## src/design/cpuPkg.sv

```systemverilog
package cpuPkg;

    // Instruction field widths
    localparam int OpcodeWidth = 5;
    localparam int RegAddrWidth = 4;
    // Signed immediate and branch offset live in bits 18:0
    localparam int ImmWidth = 19;
    localparam int WordWidth = 32;

    typedef logic [WordWidth-1:0] wordT;
    typedef logic [RegAddrWidth-1:0] regAddrT;

    // Opcode in bits 31:27, encodings kept from the full ISA
    typedef enum logic [OpcodeWidth-1:0] {
        OpLd   = 5'd0,
        OpLi   = 5'd1,
        OpSt   = 5'd2,
        OpAdd  = 5'd3,
        OpSub  = 5'd4,
        OpAnd  = 5'd5,
        OpOr   = 5'd6,
        OpSrl  = 5'd9,
        OpSll  = 5'd11,
        OpAddi = 5'd12,
        OpBr   = 5'd19,
        OpOut  = 5'd23,
        OpNop  = 5'd26,
        OpHlt  = 5'd27
    } opcodeT;

    // ALU function select
    typedef enum logic [2:0] {
        AluAdd,
        AluSub,
        AluAnd,
        AluOr,
        AluSll,
        AluSrl
    } aluOpT;

    // Branch condition in bits 20:19
    typedef enum logic [1:0] {
        BrZero = 2'd0,
        BrNzro = 2'd1,
        BrPos  = 2'd2,
        BrNeg  = 2'd3
    } brCondT;

    // One-hot instruction phase
    typedef enum logic [4:0] {
        StepFetch  = 5'b00001,
        StepDecode = 5'b00010,
        StepExec   = 5'b00100,
        StepMem    = 5'b01000,
        StepWrite  = 5'b10000
    } stepT;

endpackage

```

## src/design/coreIfs.sv

```systemverilog
`timescale 1ns/10ps

// Control unit to datapath
interface ctrlIf;
    cpuPkg::aluOpT aluOp;
    logic rfWrite;
    cpuPkg::regAddrT addrA;
    cpuPkg::regAddrT addrB;
    cpuPkg::regAddrT addrC;
    logic useImm;
    cpuPkg::wordT imm;
    logic wbFromMem;
    logic pcIncr;
    logic pcBranch;
    logic memAddrFromAlu;
    logic outLoad;
    // Flags of register port B, the branch-tested register
    logic regZero;
    logic regNeg;

    modport ctrl (
        output aluOp, rfWrite, addrA, addrB, addrC, useImm, imm,
        output wbFromMem, pcIncr, pcBranch, memAddrFromAlu, outLoad,
        input regZero, regNeg
    );
    modport dp (
        input aluOp, rfWrite, addrA, addrB, addrC, useImm, imm,
        input wbFromMem, pcIncr, pcBranch, memAddrFromAlu, outLoad,
        output regZero, regNeg
    );
endinterface

// Core to bus requester, req held until done
interface memIf #(parameter int AddrWidth = 12);
    logic req;
    logic write;
    logic [AddrWidth-1:0] addr;
    cpuPkg::wordT wdata;
    cpuPkg::wordT rdata;
    logic done;

    modport core (output req, write, addr, wdata, input rdata, done);
    modport bus (input req, write, addr, wdata, output rdata, done);
endinterface

```

## src/design/apbRequester.sv

```systemverilog
`timescale 1ns/10ps

module apbRequester #(
    parameter int AddrWidth = 12
) (
    input  logic iClk,
    input  logic nRst,
    memIf.bus mem,
    output logic pSel,
    output logic pEnable,
    output logic pWrite,
    output logic [AddrWidth-1:0] pAddr,
    output cpuPkg::wordT pWdata,
    input  cpuPkg::wordT pRdata,
    input  logic pReady
);

    typedef enum logic [1:0] {Idle, Setup, Access} apbStateT;

    apbStateT state;
    logic launch;
    logic complete;

    // New request, but not the one just finished in the done cycle
    assign launch = (state == Idle) && mem.req && !mem.done;
    // Access phase ends when the slave is ready
    assign complete = (state == Access) && pReady;

    always_ff @(posedge iClk or negedge nRst) begin
        if (!nRst) begin
            state <= Idle;
            mem.done <= 1'b0;
            pWrite <= 1'b0;
        end else begin
            mem.done <= complete;
            case (state)
                Idle: begin
                    if (launch) begin
                        state <= Setup;
                        pWrite <= mem.write;
                    end
                end
                Setup: state <= Access;
                Access: begin
                    if (complete) begin
                        state <= Idle;
                    end
                end
                default: state <= Idle;
            endcase
        end
    end

    // Transfer payload
    always_ff @(posedge iClk) begin
        if (launch) begin
            pAddr <= mem.addr;
            pWdata <= mem.wdata;
        end
        // Read data held until the next transfer completes
        if (complete) begin
            mem.rdata <= pRdata;
        end
    end

    assign pSel = (state != Idle);
    assign pEnable = (state == Access);

    // Every access phase is entered from a setup phase
    accessAfterSetup: assert property (@(posedge iClk) disable iff (!nRst)
        pEnable |-> pSel && $past(pSel));

    // Address and direction frozen for the whole transfer
    xferStable: assert property (@(posedge iClk) disable iff (!nRst)
        pSel && !complete |=> $stable(pAddr) && $stable(pWrite));

endmodule

```

## src/design/controlUnit.sv

```systemverilog
`timescale 1ns/10ps

module controlUnit (
    input  logic iClk,
    input  logic nRst,
    memIf.core mem,
    ctrlIf.ctrl ctl,
    output logic halted
);

    cpuPkg::stepT step;
    cpuPkg::wordT ir;
    cpuPkg::opcodeT opcode;
    cpuPkg::brCondT brCond;
    cpuPkg::regAddrT ra;
    cpuPkg::regAddrT rb;
    cpuPkg::regAddrT rc;
    cpuPkg::aluOpT aluOp;
    logic isLd;
    logic isLi;
    logic isSt;
    logic isAddi;
    logic isBr;
    logic isOut;
    logic isHlt;
    logic fmtR;
    logic fmtI;
    logic isMemOp;
    logic stepReady;
    logic freeze;
    logic brTaken;

    // Fields
    assign opcode = cpuPkg::opcodeT'(ir[31:27]);
    assign ra = ir[26:23];
    assign rb = ir[22:19];
    assign rc = ir[18:15];
    // Condition overlaps the rb field
    assign brCond = cpuPkg::brCondT'(ir[20:19]);

    // Memory phases wait on the requester, all others take one cycle
    assign stepReady = (step == cpuPkg::StepFetch || (step == cpuPkg::StepMem && isMemOp))
                       ? mem.done : 1'b1;
    // HLT parks the counter in DECODE
    assign freeze = (step == cpuPkg::StepDecode) && isHlt;

    // Step counter, rotates one-hot
    always_ff @(posedge iClk or negedge nRst) begin
        if (!nRst) begin
            step <= cpuPkg::StepFetch;
        end else if (stepReady && !freeze) begin
            step <= cpuPkg::stepT'({step[3:0], step[4]});
        end
    end

    always_ff @(posedge iClk or negedge nRst) begin
        if (!nRst) begin
            halted <= 1'b0;
        end else if (freeze) begin
            halted <= 1'b1;
        end
    end

    // Instruction register, loaded when the fetch read returns
    always_ff @(posedge iClk or negedge nRst) begin
        if (!nRst) begin
            ir <= {cpuPkg::OpNop, 27'd0};
        end else if (step == cpuPkg::StepFetch && mem.done) begin
            ir <= mem.rdata;
        end
    end

    // Register format ops and their ALU function
    // Unknown opcodes fall out of every class and act as NOP
    always_comb begin
        aluOp = cpuPkg::AluAdd;
        fmtR = 1'b1;
        case (opcode)
            cpuPkg::OpAdd: aluOp = cpuPkg::AluAdd;
            cpuPkg::OpSub: aluOp = cpuPkg::AluSub;
            cpuPkg::OpAnd: aluOp = cpuPkg::AluAnd;
            cpuPkg::OpOr:  aluOp = cpuPkg::AluOr;
            cpuPkg::OpSll: aluOp = cpuPkg::AluSll;
            cpuPkg::OpSrl: aluOp = cpuPkg::AluSrl;
            default: fmtR = 1'b0;
        endcase
    end

    // Immediate format, address or sum through the adder
    assign isLd = (opcode == cpuPkg::OpLd);
    assign isLi = (opcode == cpuPkg::OpLi);
    assign isSt = (opcode == cpuPkg::OpSt);
    assign isAddi = (opcode == cpuPkg::OpAddi);
    assign fmtI = isLd || isLi || isSt || isAddi;
    assign isMemOp = isLd || isSt;
    // Branch, port and machine formats
    assign isBr = (opcode == cpuPkg::OpBr);
    assign isOut = (opcode == cpuPkg::OpOut);
    assign isHlt = (opcode == cpuPkg::OpHlt);

    // Condition against flags of ra on port B
    always_comb begin
        case (brCond)
            cpuPkg::BrZero: brTaken = ctl.regZero;
            cpuPkg::BrNzro: brTaken = !ctl.regZero;
            cpuPkg::BrPos:  brTaken = !ctl.regZero && !ctl.regNeg;
            default:        brTaken = ctl.regNeg;
        endcase
    end

    // Port A is rb, forced to r0 for LI
    assign ctl.addrA = isLi ? '0 : rb;
    // Port B is rc for register ops, else ra (store data, branch test, OUT)
    assign ctl.addrB = fmtR ? rc : ra;
    // Write target is always ra
    assign ctl.addrC = ra;

    assign ctl.aluOp = aluOp;
    assign ctl.useImm = fmtI;
    // Sign-extended immediate, the branch offset uses the same field
    assign ctl.imm = {{(32 - cpuPkg::ImmWidth){ir[cpuPkg::ImmWidth-1]}},
                      ir[cpuPkg::ImmWidth-1:0]};

    // Per-step strobes
    assign ctl.rfWrite = (step == cpuPkg::StepWrite) && (fmtR || isLd || isLi || isAddi);
    assign ctl.wbFromMem = isLd;
    assign ctl.pcIncr = (step == cpuPkg::StepFetch) && mem.done;
    assign ctl.pcBranch = (step == cpuPkg::StepExec) && isBr && brTaken;
    assign ctl.memAddrFromAlu = (step == cpuPkg::StepMem);
    assign ctl.outLoad = (step == cpuPkg::StepWrite) && isOut;

    // Requests held for the whole phase
    assign mem.req = (step == cpuPkg::StepFetch) || ((step == cpuPkg::StepMem) && isMemOp);
    assign mem.write = (step == cpuPkg::StepMem) && isSt;

    stepOneHot: assert property (@(posedge iClk) disable iff (!nRst)
        $onehot(step));

    // Write-back only in WRITE, reached straight from MEM
    rfWriteInWrite: assert property (@(posedge iClk) disable iff (!nRst)
        ctl.rfWrite |-> (step == cpuPkg::StepWrite) && $past(step == cpuPkg::StepMem));

endmodule

```

## src/design/dataPath.sv

```systemverilog
`timescale 1ns/10ps

module dataPath #(
    parameter int AddrWidth = 12
) (
    input  logic iClk,
    input  logic nRst,
    ctrlIf.dp ctl,
    memIf.core mem,
    output cpuPkg::wordT outData,
    output logic outValid
);

    cpuPkg::wordT regFile [16];
    cpuPkg::wordT rfA;
    cpuPkg::wordT rfB;
    cpuPkg::wordT opA;
    cpuPkg::wordT opB;
    cpuPkg::wordT aluResult;
    cpuPkg::wordT aluOut;
    cpuPkg::wordT mdr;
    cpuPkg::wordT wbData;
    logic [AddrWidth-1:0] pc;

    // Register file reads, r0 hardwired to zero
    assign rfA = (ctl.addrA == '0) ? '0 : regFile[ctl.addrA];
    assign rfB = (ctl.addrB == '0) ? '0 : regFile[ctl.addrB];

    // Branch flags of port B
    assign ctl.regZero = (rfB == '0);
    assign ctl.regNeg = rfB[31];

    // Write-back mux, LD from memory, everything else from the ALU
    assign wbData = ctl.wbFromMem ? mdr : aluOut;

    always_ff @(posedge iClk) begin
        // Writes to r0 dropped
        if (ctl.rfWrite && ctl.addrC != '0) begin
            regFile[ctl.addrC] <= wbData;
        end
    end

    // Operand and result registers, loaded every cycle
    // Stable from DECODE onward since IR holds
    always_ff @(posedge iClk) begin
        opA <= rfA;
        opB <= ctl.useImm ? ctl.imm : rfB;
        aluOut <= aluResult;
        // Memory data register, last completed read
        if (mem.done) begin
            mdr <= mem.rdata;
        end
    end

    // ALU
    always_comb begin
        case (ctl.aluOp)
            cpuPkg::AluAdd: aluResult = opA + opB;
            cpuPkg::AluSub: aluResult = opA - opB;
            cpuPkg::AluAnd: aluResult = opA & opB;
            cpuPkg::AluOr:  aluResult = opA | opB;
            // Shift amount from low five bits
            cpuPkg::AluSll: aluResult = opA << opB[4:0];
            cpuPkg::AluSrl: aluResult = opA >> opB[4:0];
            default:        aluResult = opA + opB;
        endcase
    end

    // PC, already past the branch when the offset is added
    always_ff @(posedge iClk or negedge nRst) begin
        if (!nRst) begin
            pc <= '0;
        end else if (ctl.pcBranch) begin
            pc <= pc + ctl.imm[AddrWidth-1:0];
        end else if (ctl.pcIncr) begin
            pc <= pc + AddrWidth'(1);
        end
    end

    // Fetch from PC, data access from the computed address
    assign mem.addr = ctl.memAddrFromAlu ? aluOut[AddrWidth-1:0] : pc;
    // Store data is ra on port B
    assign mem.wdata = rfB;

    // OUT port register with one-cycle strobe
    always_ff @(posedge iClk or negedge nRst) begin
        if (!nRst) begin
            outValid <= 1'b0;
        end else begin
            outValid <= ctl.outLoad;
        end
    end

    always_ff @(posedge iClk) begin
        if (ctl.outLoad) begin
            outData <= rfB;
        end
    end

    // One strobe per OUT, never back to back
    outSinglePulse: assert property (@(posedge iClk) disable iff (!nRst)
        outValid |=> !outValid);

endmodule

```

## src/design/miniCpu.sv

```systemverilog
`timescale 1ns/10ps

module miniCpu #(
    parameter int AddrWidth = 12
) (
    input  logic iClk,
    input  logic nRst,
    // APB requester
    output logic pSel,
    output logic pEnable,
    output logic pWrite,
    output logic [AddrWidth-1:0] pAddr,
    output cpuPkg::wordT pWdata,
    input  cpuPkg::wordT pRdata,
    input  logic pReady,
    // Output port
    output cpuPkg::wordT outData,
    output logic outValid,
    output logic halted
);

    // Control strobes and register addresses
    ctrlIf ctlBus ();
    // Memory request channel, shared by fetch and data access
    memIf #(.AddrWidth(AddrWidth)) memBus ();

    controlUnit controlUnit_i (
        .iClk   (iClk),
        .nRst   (nRst),
        .mem    (memBus),
        .ctl    (ctlBus),
        .halted (halted)
    );

    dataPath #(.AddrWidth(AddrWidth)) dataPath_i (
        .iClk     (iClk),
        .nRst     (nRst),
        .ctl      (ctlBus),
        .mem      (memBus),
        .outData  (outData),
        .outValid (outValid)
    );

    apbRequester #(.AddrWidth(AddrWidth)) apbRequester_i (
        .iClk    (iClk),
        .nRst    (nRst),
        .mem     (memBus),
        .pSel    (pSel),
        .pEnable (pEnable),
        .pWrite  (pWrite),
        .pAddr   (pAddr),
        .pWdata  (pWdata),
        .pRdata  (pRdata),
        .pReady  (pReady)
    );

endmodule

```

## config.mk

```make
export PLATFORM = sky130hd
export DESIGN_NAME = miniCpu
export DESIGN_NICKNAME = d
export VERILOG_FILES = /design/src/design/cpuPkg.sv /design/src/design/coreIfs.sv /design/src/design/apbRequester.sv /design/src/design/controlUnit.sv /design/src/design/dataPath.sv /design/src/design/miniCpu.sv
export SDC_FILE = /design/constraint.sdc
export NUM_CORES = 2
export LEC_CHECK = 0
export ABC_AREA = 1
export BUFFER_PORTS_ARGS = -buffer_cell sky130_fd_sc_hd__buf_2
export CAP_MARGIN = 0
export CORE_MARGIN = 4
export CORE_UTILIZATION = 50
export DETAILED_ROUTE_END_ITERATION = 16
export PLACE_DENSITY = 0.69
export SLEW_MARGIN = 20
export SYNTH_ARGS = -nofsm -noshare
export SYNTH_HDL_FRONTEND = slang
export SYNTH_SLANG_ARGS = --single-unit
export TNS_END_PERCENT = 1
```

## constraint.sdc

```tcl
create_clock -name iClk -period 5.1 [get_ports iClk]
set_input_delay 0.255 -clock iClk [delete_from_list [all_inputs] [get_ports iClk]]
set_output_delay 0.255 -clock iClk [all_outputs]
set_load 0.005 [all_outputs]
```

==> results.json <==
{
  "port_buffers": 115,
  "fin_cells": 5973,
  "synthFlopType": "edfxtp_1",
  "postSynthAreaPerCell_um2": 8.90,
  "worstPathArrival_ps": 5750,
  "hold_class": "primary input to register",
  "synthArstFlopShare_pct": 6.85,
  "die_h_um": 293,
  "clk-insertion-delay-late_ps": 660,
  "seqPwrFrac_pct": 52.2,
  "synthAdderAreaFrac_pct": 1.52,
  "drt_iter0_markers": 4981,
  "ios": 116,
  "cpMostUsedCell": "nand2_2",
  "synth_top_family_by_area": "simple AND/OR/NAND/NOR gates",
  "drv_slew": 0,
  "dp_cells": 5744,
  "vias": 36000,
  "synth_top_cell_by_area": "edfxtp_1",
  "synthMuxAreaShare_pct": 0.767,
  "crit_path_max_incr_delay_ps": 590,
  "place.gp.congestion": 0.977,
  "gr-total-overflow": 0,
  "comb_power_share_pct": 0.6,
  "holdWs_ps": 319,
  "status": "finished, violations left",
  "peakVddDrop_mv": 0.263,
  "yosysTopAreaCellShare_pct": 48.2,
  "track_usage_pct": 31.6,
  "finalPower_w": 0.0134,
  "synth_area_leaders": "edfxtp_1 48%, nand2_1 9.8%, nand3_1 5.9%, dfxtp_1 4.7%, o21ai_0 4.7%",
  "ys_seq_area_share_pct": 56.4,
  "critPathLaunchType": "register",
  "cts_max_level": 3,
  "final_core_util_pct": 59.7,
  "min_period_ps": 5180,
  "ant_nets": 0,
  "nets": 4923,
  "cts_sinks": 803,
  "synth_compound_area_share_pct": 12.5,
  "switching_power_w": 0.00274,
  "drc": 0,
  "final.period_utilization_pct": 102,
  "criticalPathCategory": "register to register",
  "num_rows": 104,
  "cts-root-buf": "clkbuf_16",
  "cts_made_buffers": 85,
  "tightest_slew_ps": 1110,
  "cp_max_fo": 16,
  "synth_edf_count": 652,
  "routed_wl_um": 141000,
  "grt_pass1_wl_um": 208000,
  "end_kind": "register",
  "violations": "setup timing",
  "leakagePower_nw": 18.8,
  "yosysUniqueCellTypes": 59,
  "start_util_pct": 50.4,
  "crit_required_ps": 5670,
  "max_freq_ghz": 0.193,
  "regArea_um2": 22900,
  "drv_cap": 0,
  "cpMaxStageDelayCell": "dfstp_2",
  "die_area_um2": 85800,
  "syn_inst": 4562,
  "grt_pass1_vias": 33700,
  "grt_max_degree": 191,
  "hold_viol": 0,
  "yosysWarnings": 0,
  "cts_buffer_depth": 3,
  "vias_per_cell": 6.03,
  "drive_gt1_share_pct": 13.9,
  "fp.dieW_um": 293,
  "nFillCells": 6693,
  "multi_input_area_um2": 15800,
  "antenna_found_initial": 5,
  "dr.pass1.iters": 6,
  "setup_slack_ps": -83.7,
  "post_drt_wl_per_cell_um": 23.6,
  "setup_viol": 2,
  "synth.cell_area_um2": 40600,
  "synthXorXnorAreaFrac_pct": 1.16,
  "rsz0062_at_grt": "yes",
  "power_density_nw_per_um2": 279,
  "area_delta_synth_final_pct": 18.4,
  "dp_hpwl_um": 90900,
  "core-area_um2": 80500,
  "ys_ff_latch": 803,
  "fin_setup_tns_ps": -104,
  "power.internal_w": 0.0107,
  "tritoncts": "done",
  "synthSimpleGateAreaFrac_pct": 21.4,
  "p_sw_share_pct": 20.4,
  "finClkSkew_ps": 46.1,
  "p_clk_share_pct": 47.2,
  "clkTransAtPathRegs_ps": 70,
  "relSlewSlack_pct": 25.8
}
[cell usage after synthesis, types with 4 or more instances]
| master | n |
|---|---|
| a21boi_0 | 6 |
| a21oi_1 | 227 |
| a22oi_1 | 32 |
| a311oi_1 | 4 |
| a31oi_1 | 62 |
| buf_1 | 29 |
| buf_2 | 59 |
| buf_4 | 8 |
| clkbuf_1 | 185 |
| clkinv_1 | 4 |
| dfrtp_1 | 51 |
| dfstp_2 | 4 |
| dfxtp_1 | 96 |
| edfxtp_1 | 652 |
| ha_1 | 46 |
| inv_1 | 360 |
| inv_2 | 6 |
| mux2_2 | 24 |
| nand2_1 | 1063 |
| nand2_2 | 4 |
| nand3_1 | 480 |
| nand4_1 | 27 |
| nor2_1 | 472 |
| nor3_1 | 31 |
| nor4_1 | 9 |
| o2111ai_1 | 9 |
| o211ai_1 | 12 |
| o21ai_0 | 380 |
| o21bai_1 | 9 |
| o221ai_1 | 71 |
| o22ai_1 | 37 |
| or2_2 | 7 |
| xnor2_1 | 22 |
| xor2_1 | 32 |
[cell type report]
type / instances / area share (%)
Antenna cell: 3 / 0.0156
Clock buffer: 100 / 4.80
Multi-Input combinational cell: 3140 / 32.9
Sequential cell: 803 / 47.6
Timing Repair Buffer: 440 / 7.89
Tap cell: 1060 / 2.76
Clock inverter: 57 / 1.17
Inverter: 370 / 2.89
[cells in the final DEF, fill, tap and decap left out, types with 8 or more instances in the layout]
cell type | netlist | final
nand2_1 | 1063 | 1046
edfxtp_1 | 652 | 652
nand3_1 | 480 | 472
nor2_1 | 472 | 444
o21ai_0 | 380 | 373
inv_1 | 360 | 355
buf_4 | 8 | 236
a21oi_1 | 227 | 219
buf_2 | 59 | 115
dfxtp_1 | 96 | 96
clkbuf_16 | 0 | 95
o221ai_1 | 71 | 71
a31oi_1 | 62 | 62
dfrtp_1 | 51 | 49
ha_1 | 46 | 45
buf_12 | 0 | 38
o22ai_1 | 37 | 37
dlygate4sd3_1 | 0 | 34
xor2_1 | 32 | 32
a22oi_1 | 32 | 32
conb_1 | 1 | 32
nand4_1 | 27 | 27
nor3_1 | 31 | 26
mux2_2 | 24 | 24
nor2_4 | 0 | 23
xnor2_1 | 22 | 22
clkinv_2 | 0 | 19
nand2_2 | 4 | 16
clkinv_1 | 4 | 15
o211ai_1 | 12 | 12
inv_2 | 6 | 10
o21bai_1 | 9 | 9
o2111ai_1 | 9 | 9
a21oi_2 | 0 | 8
[stage by stage]
| step | instance area (um^2) | setup WS [ps] |
|---|---|---|
| after global routing | 48100 | -364 |
| after detailed placement | 44100 | -419 |
| after CTS | 47500 | 3.03 |
| final | 48100 | -83.7 |
| after global placement | 44100 | -328 |
| after floorplan | 40700 | 319 |
[worst paths after layout]
check / cells past startpoint / startpoint / end / slack [ps]
worst min register to register: 0 / apbRequester_i.mem.rdata[16]$_DFFE_PP_ / dataPath_i.mdr[16]$_DFFE_PP_ / 420
worst min-delay path: 2 / pRdata[20] / apbRequester_i.mem.rdata[20]$_DFFE_PP_ / 320
worst max-delay path: 37 / controlUnit_i.ir[30]$_DFFE_PN1P_ / dataPath_i.pc[10]$_DFFE_PN0P_ / -80
max in group asynchronous: 3 / nRst / controlUnit_i.ir[27]$_DFFE_PN0P_ / 4150
min in group asynchronous: 3 / nRst / apbRequester_i.state[1]$_DFFE_PN0P_ / 330
worst max register to register: 37 / controlUnit_i.ir[30]$_DFFE_PN1P_ / dataPath_i.pc[10]$_DFFE_PN0P_ / -80
[kinds of logic (layout without fill, tap and decap cells)]
kind of cell / after synthesis / count (layout)
simple gates: 2098 / 2101
compound gates: 877 / 877
flops: 803 / 803
buf+inv: 653 / 967
xor+xnor: 54 / 54
fa+ha+maj: 48 / 48
mux: 28 / 28
other cells: 1 / 35
[sequential cells by signal (all words and copies together), names as in the netlist]
| name | flops |
|---|---|
| dataPath_i.outValid | 1 |
| dataPath_i.regFile | 512 |
| dataPath_i.mdr | 32 |
| controlUnit_i.step | 5 |
| dataPath_i.opA | 32 |
| controlUnit_i.ir | 32 |
| dataPath_i.aluOut | 32 |
| dataPath_i.opB | 32 |
| apbRequester_i.state | 2 |
| apbRequester_i.mem.done | 1 |
| apbRequester_i.pWrite | 1 |
| apbRequester_i.pWdata | 32 |
| apbRequester_i.mem.rdata | 32 |
| apbRequester_i.pAddr | 12 |
| dataPath_i.pc | 12 |
| controlUnit_i.halted | 1 |
| dataPath_i.outData | 32 |
[routing by layer]
| layer | track usage, % | part of all wire, % |
|---|---|---|
| met5 | 0 | 0.022 |
| met3 | 6.11 | 11 |
| met1 | 42.7 | 38 |
| met2 | 49.5 | 45 |
| met4 | 15.1 | 5.4 |
[critical path, delay by kind of cell, from the launching register on]
kind | cells | cell delay (ps)
buffers and inverters | 8 | 1100
adders and majority gates | 1 | 290
and+or+nand+nor | 19 | 1960
AOI/OAI and AO/OA | 9 | 1140
DFF | 1 | 590
[power groups by stage]
stage	clock network (W)	logic, W	registers (W)
floorplan	0	0.0000195	0.00714
global placement	0	0.0000568	0.00714
detailed placement	0	0.0000573	0.00714
CTS	0.00637	0.0000784	0.00701
global route	0.00665	0.0000877	0.00700
finish	0.00632	0.0000812	0.00700
[repair_timing]
action                     in CTS  in global routing
hold endpoints to repair       85                  0
setup buffers                   4                 20
pin swaps                       7                 33
setup endpoints to repair       5                 14
gates cloned                    2                  9
hold buffers                   34                  0
gates resized for setup        23                 59
(Power assumes the default switching activity.)
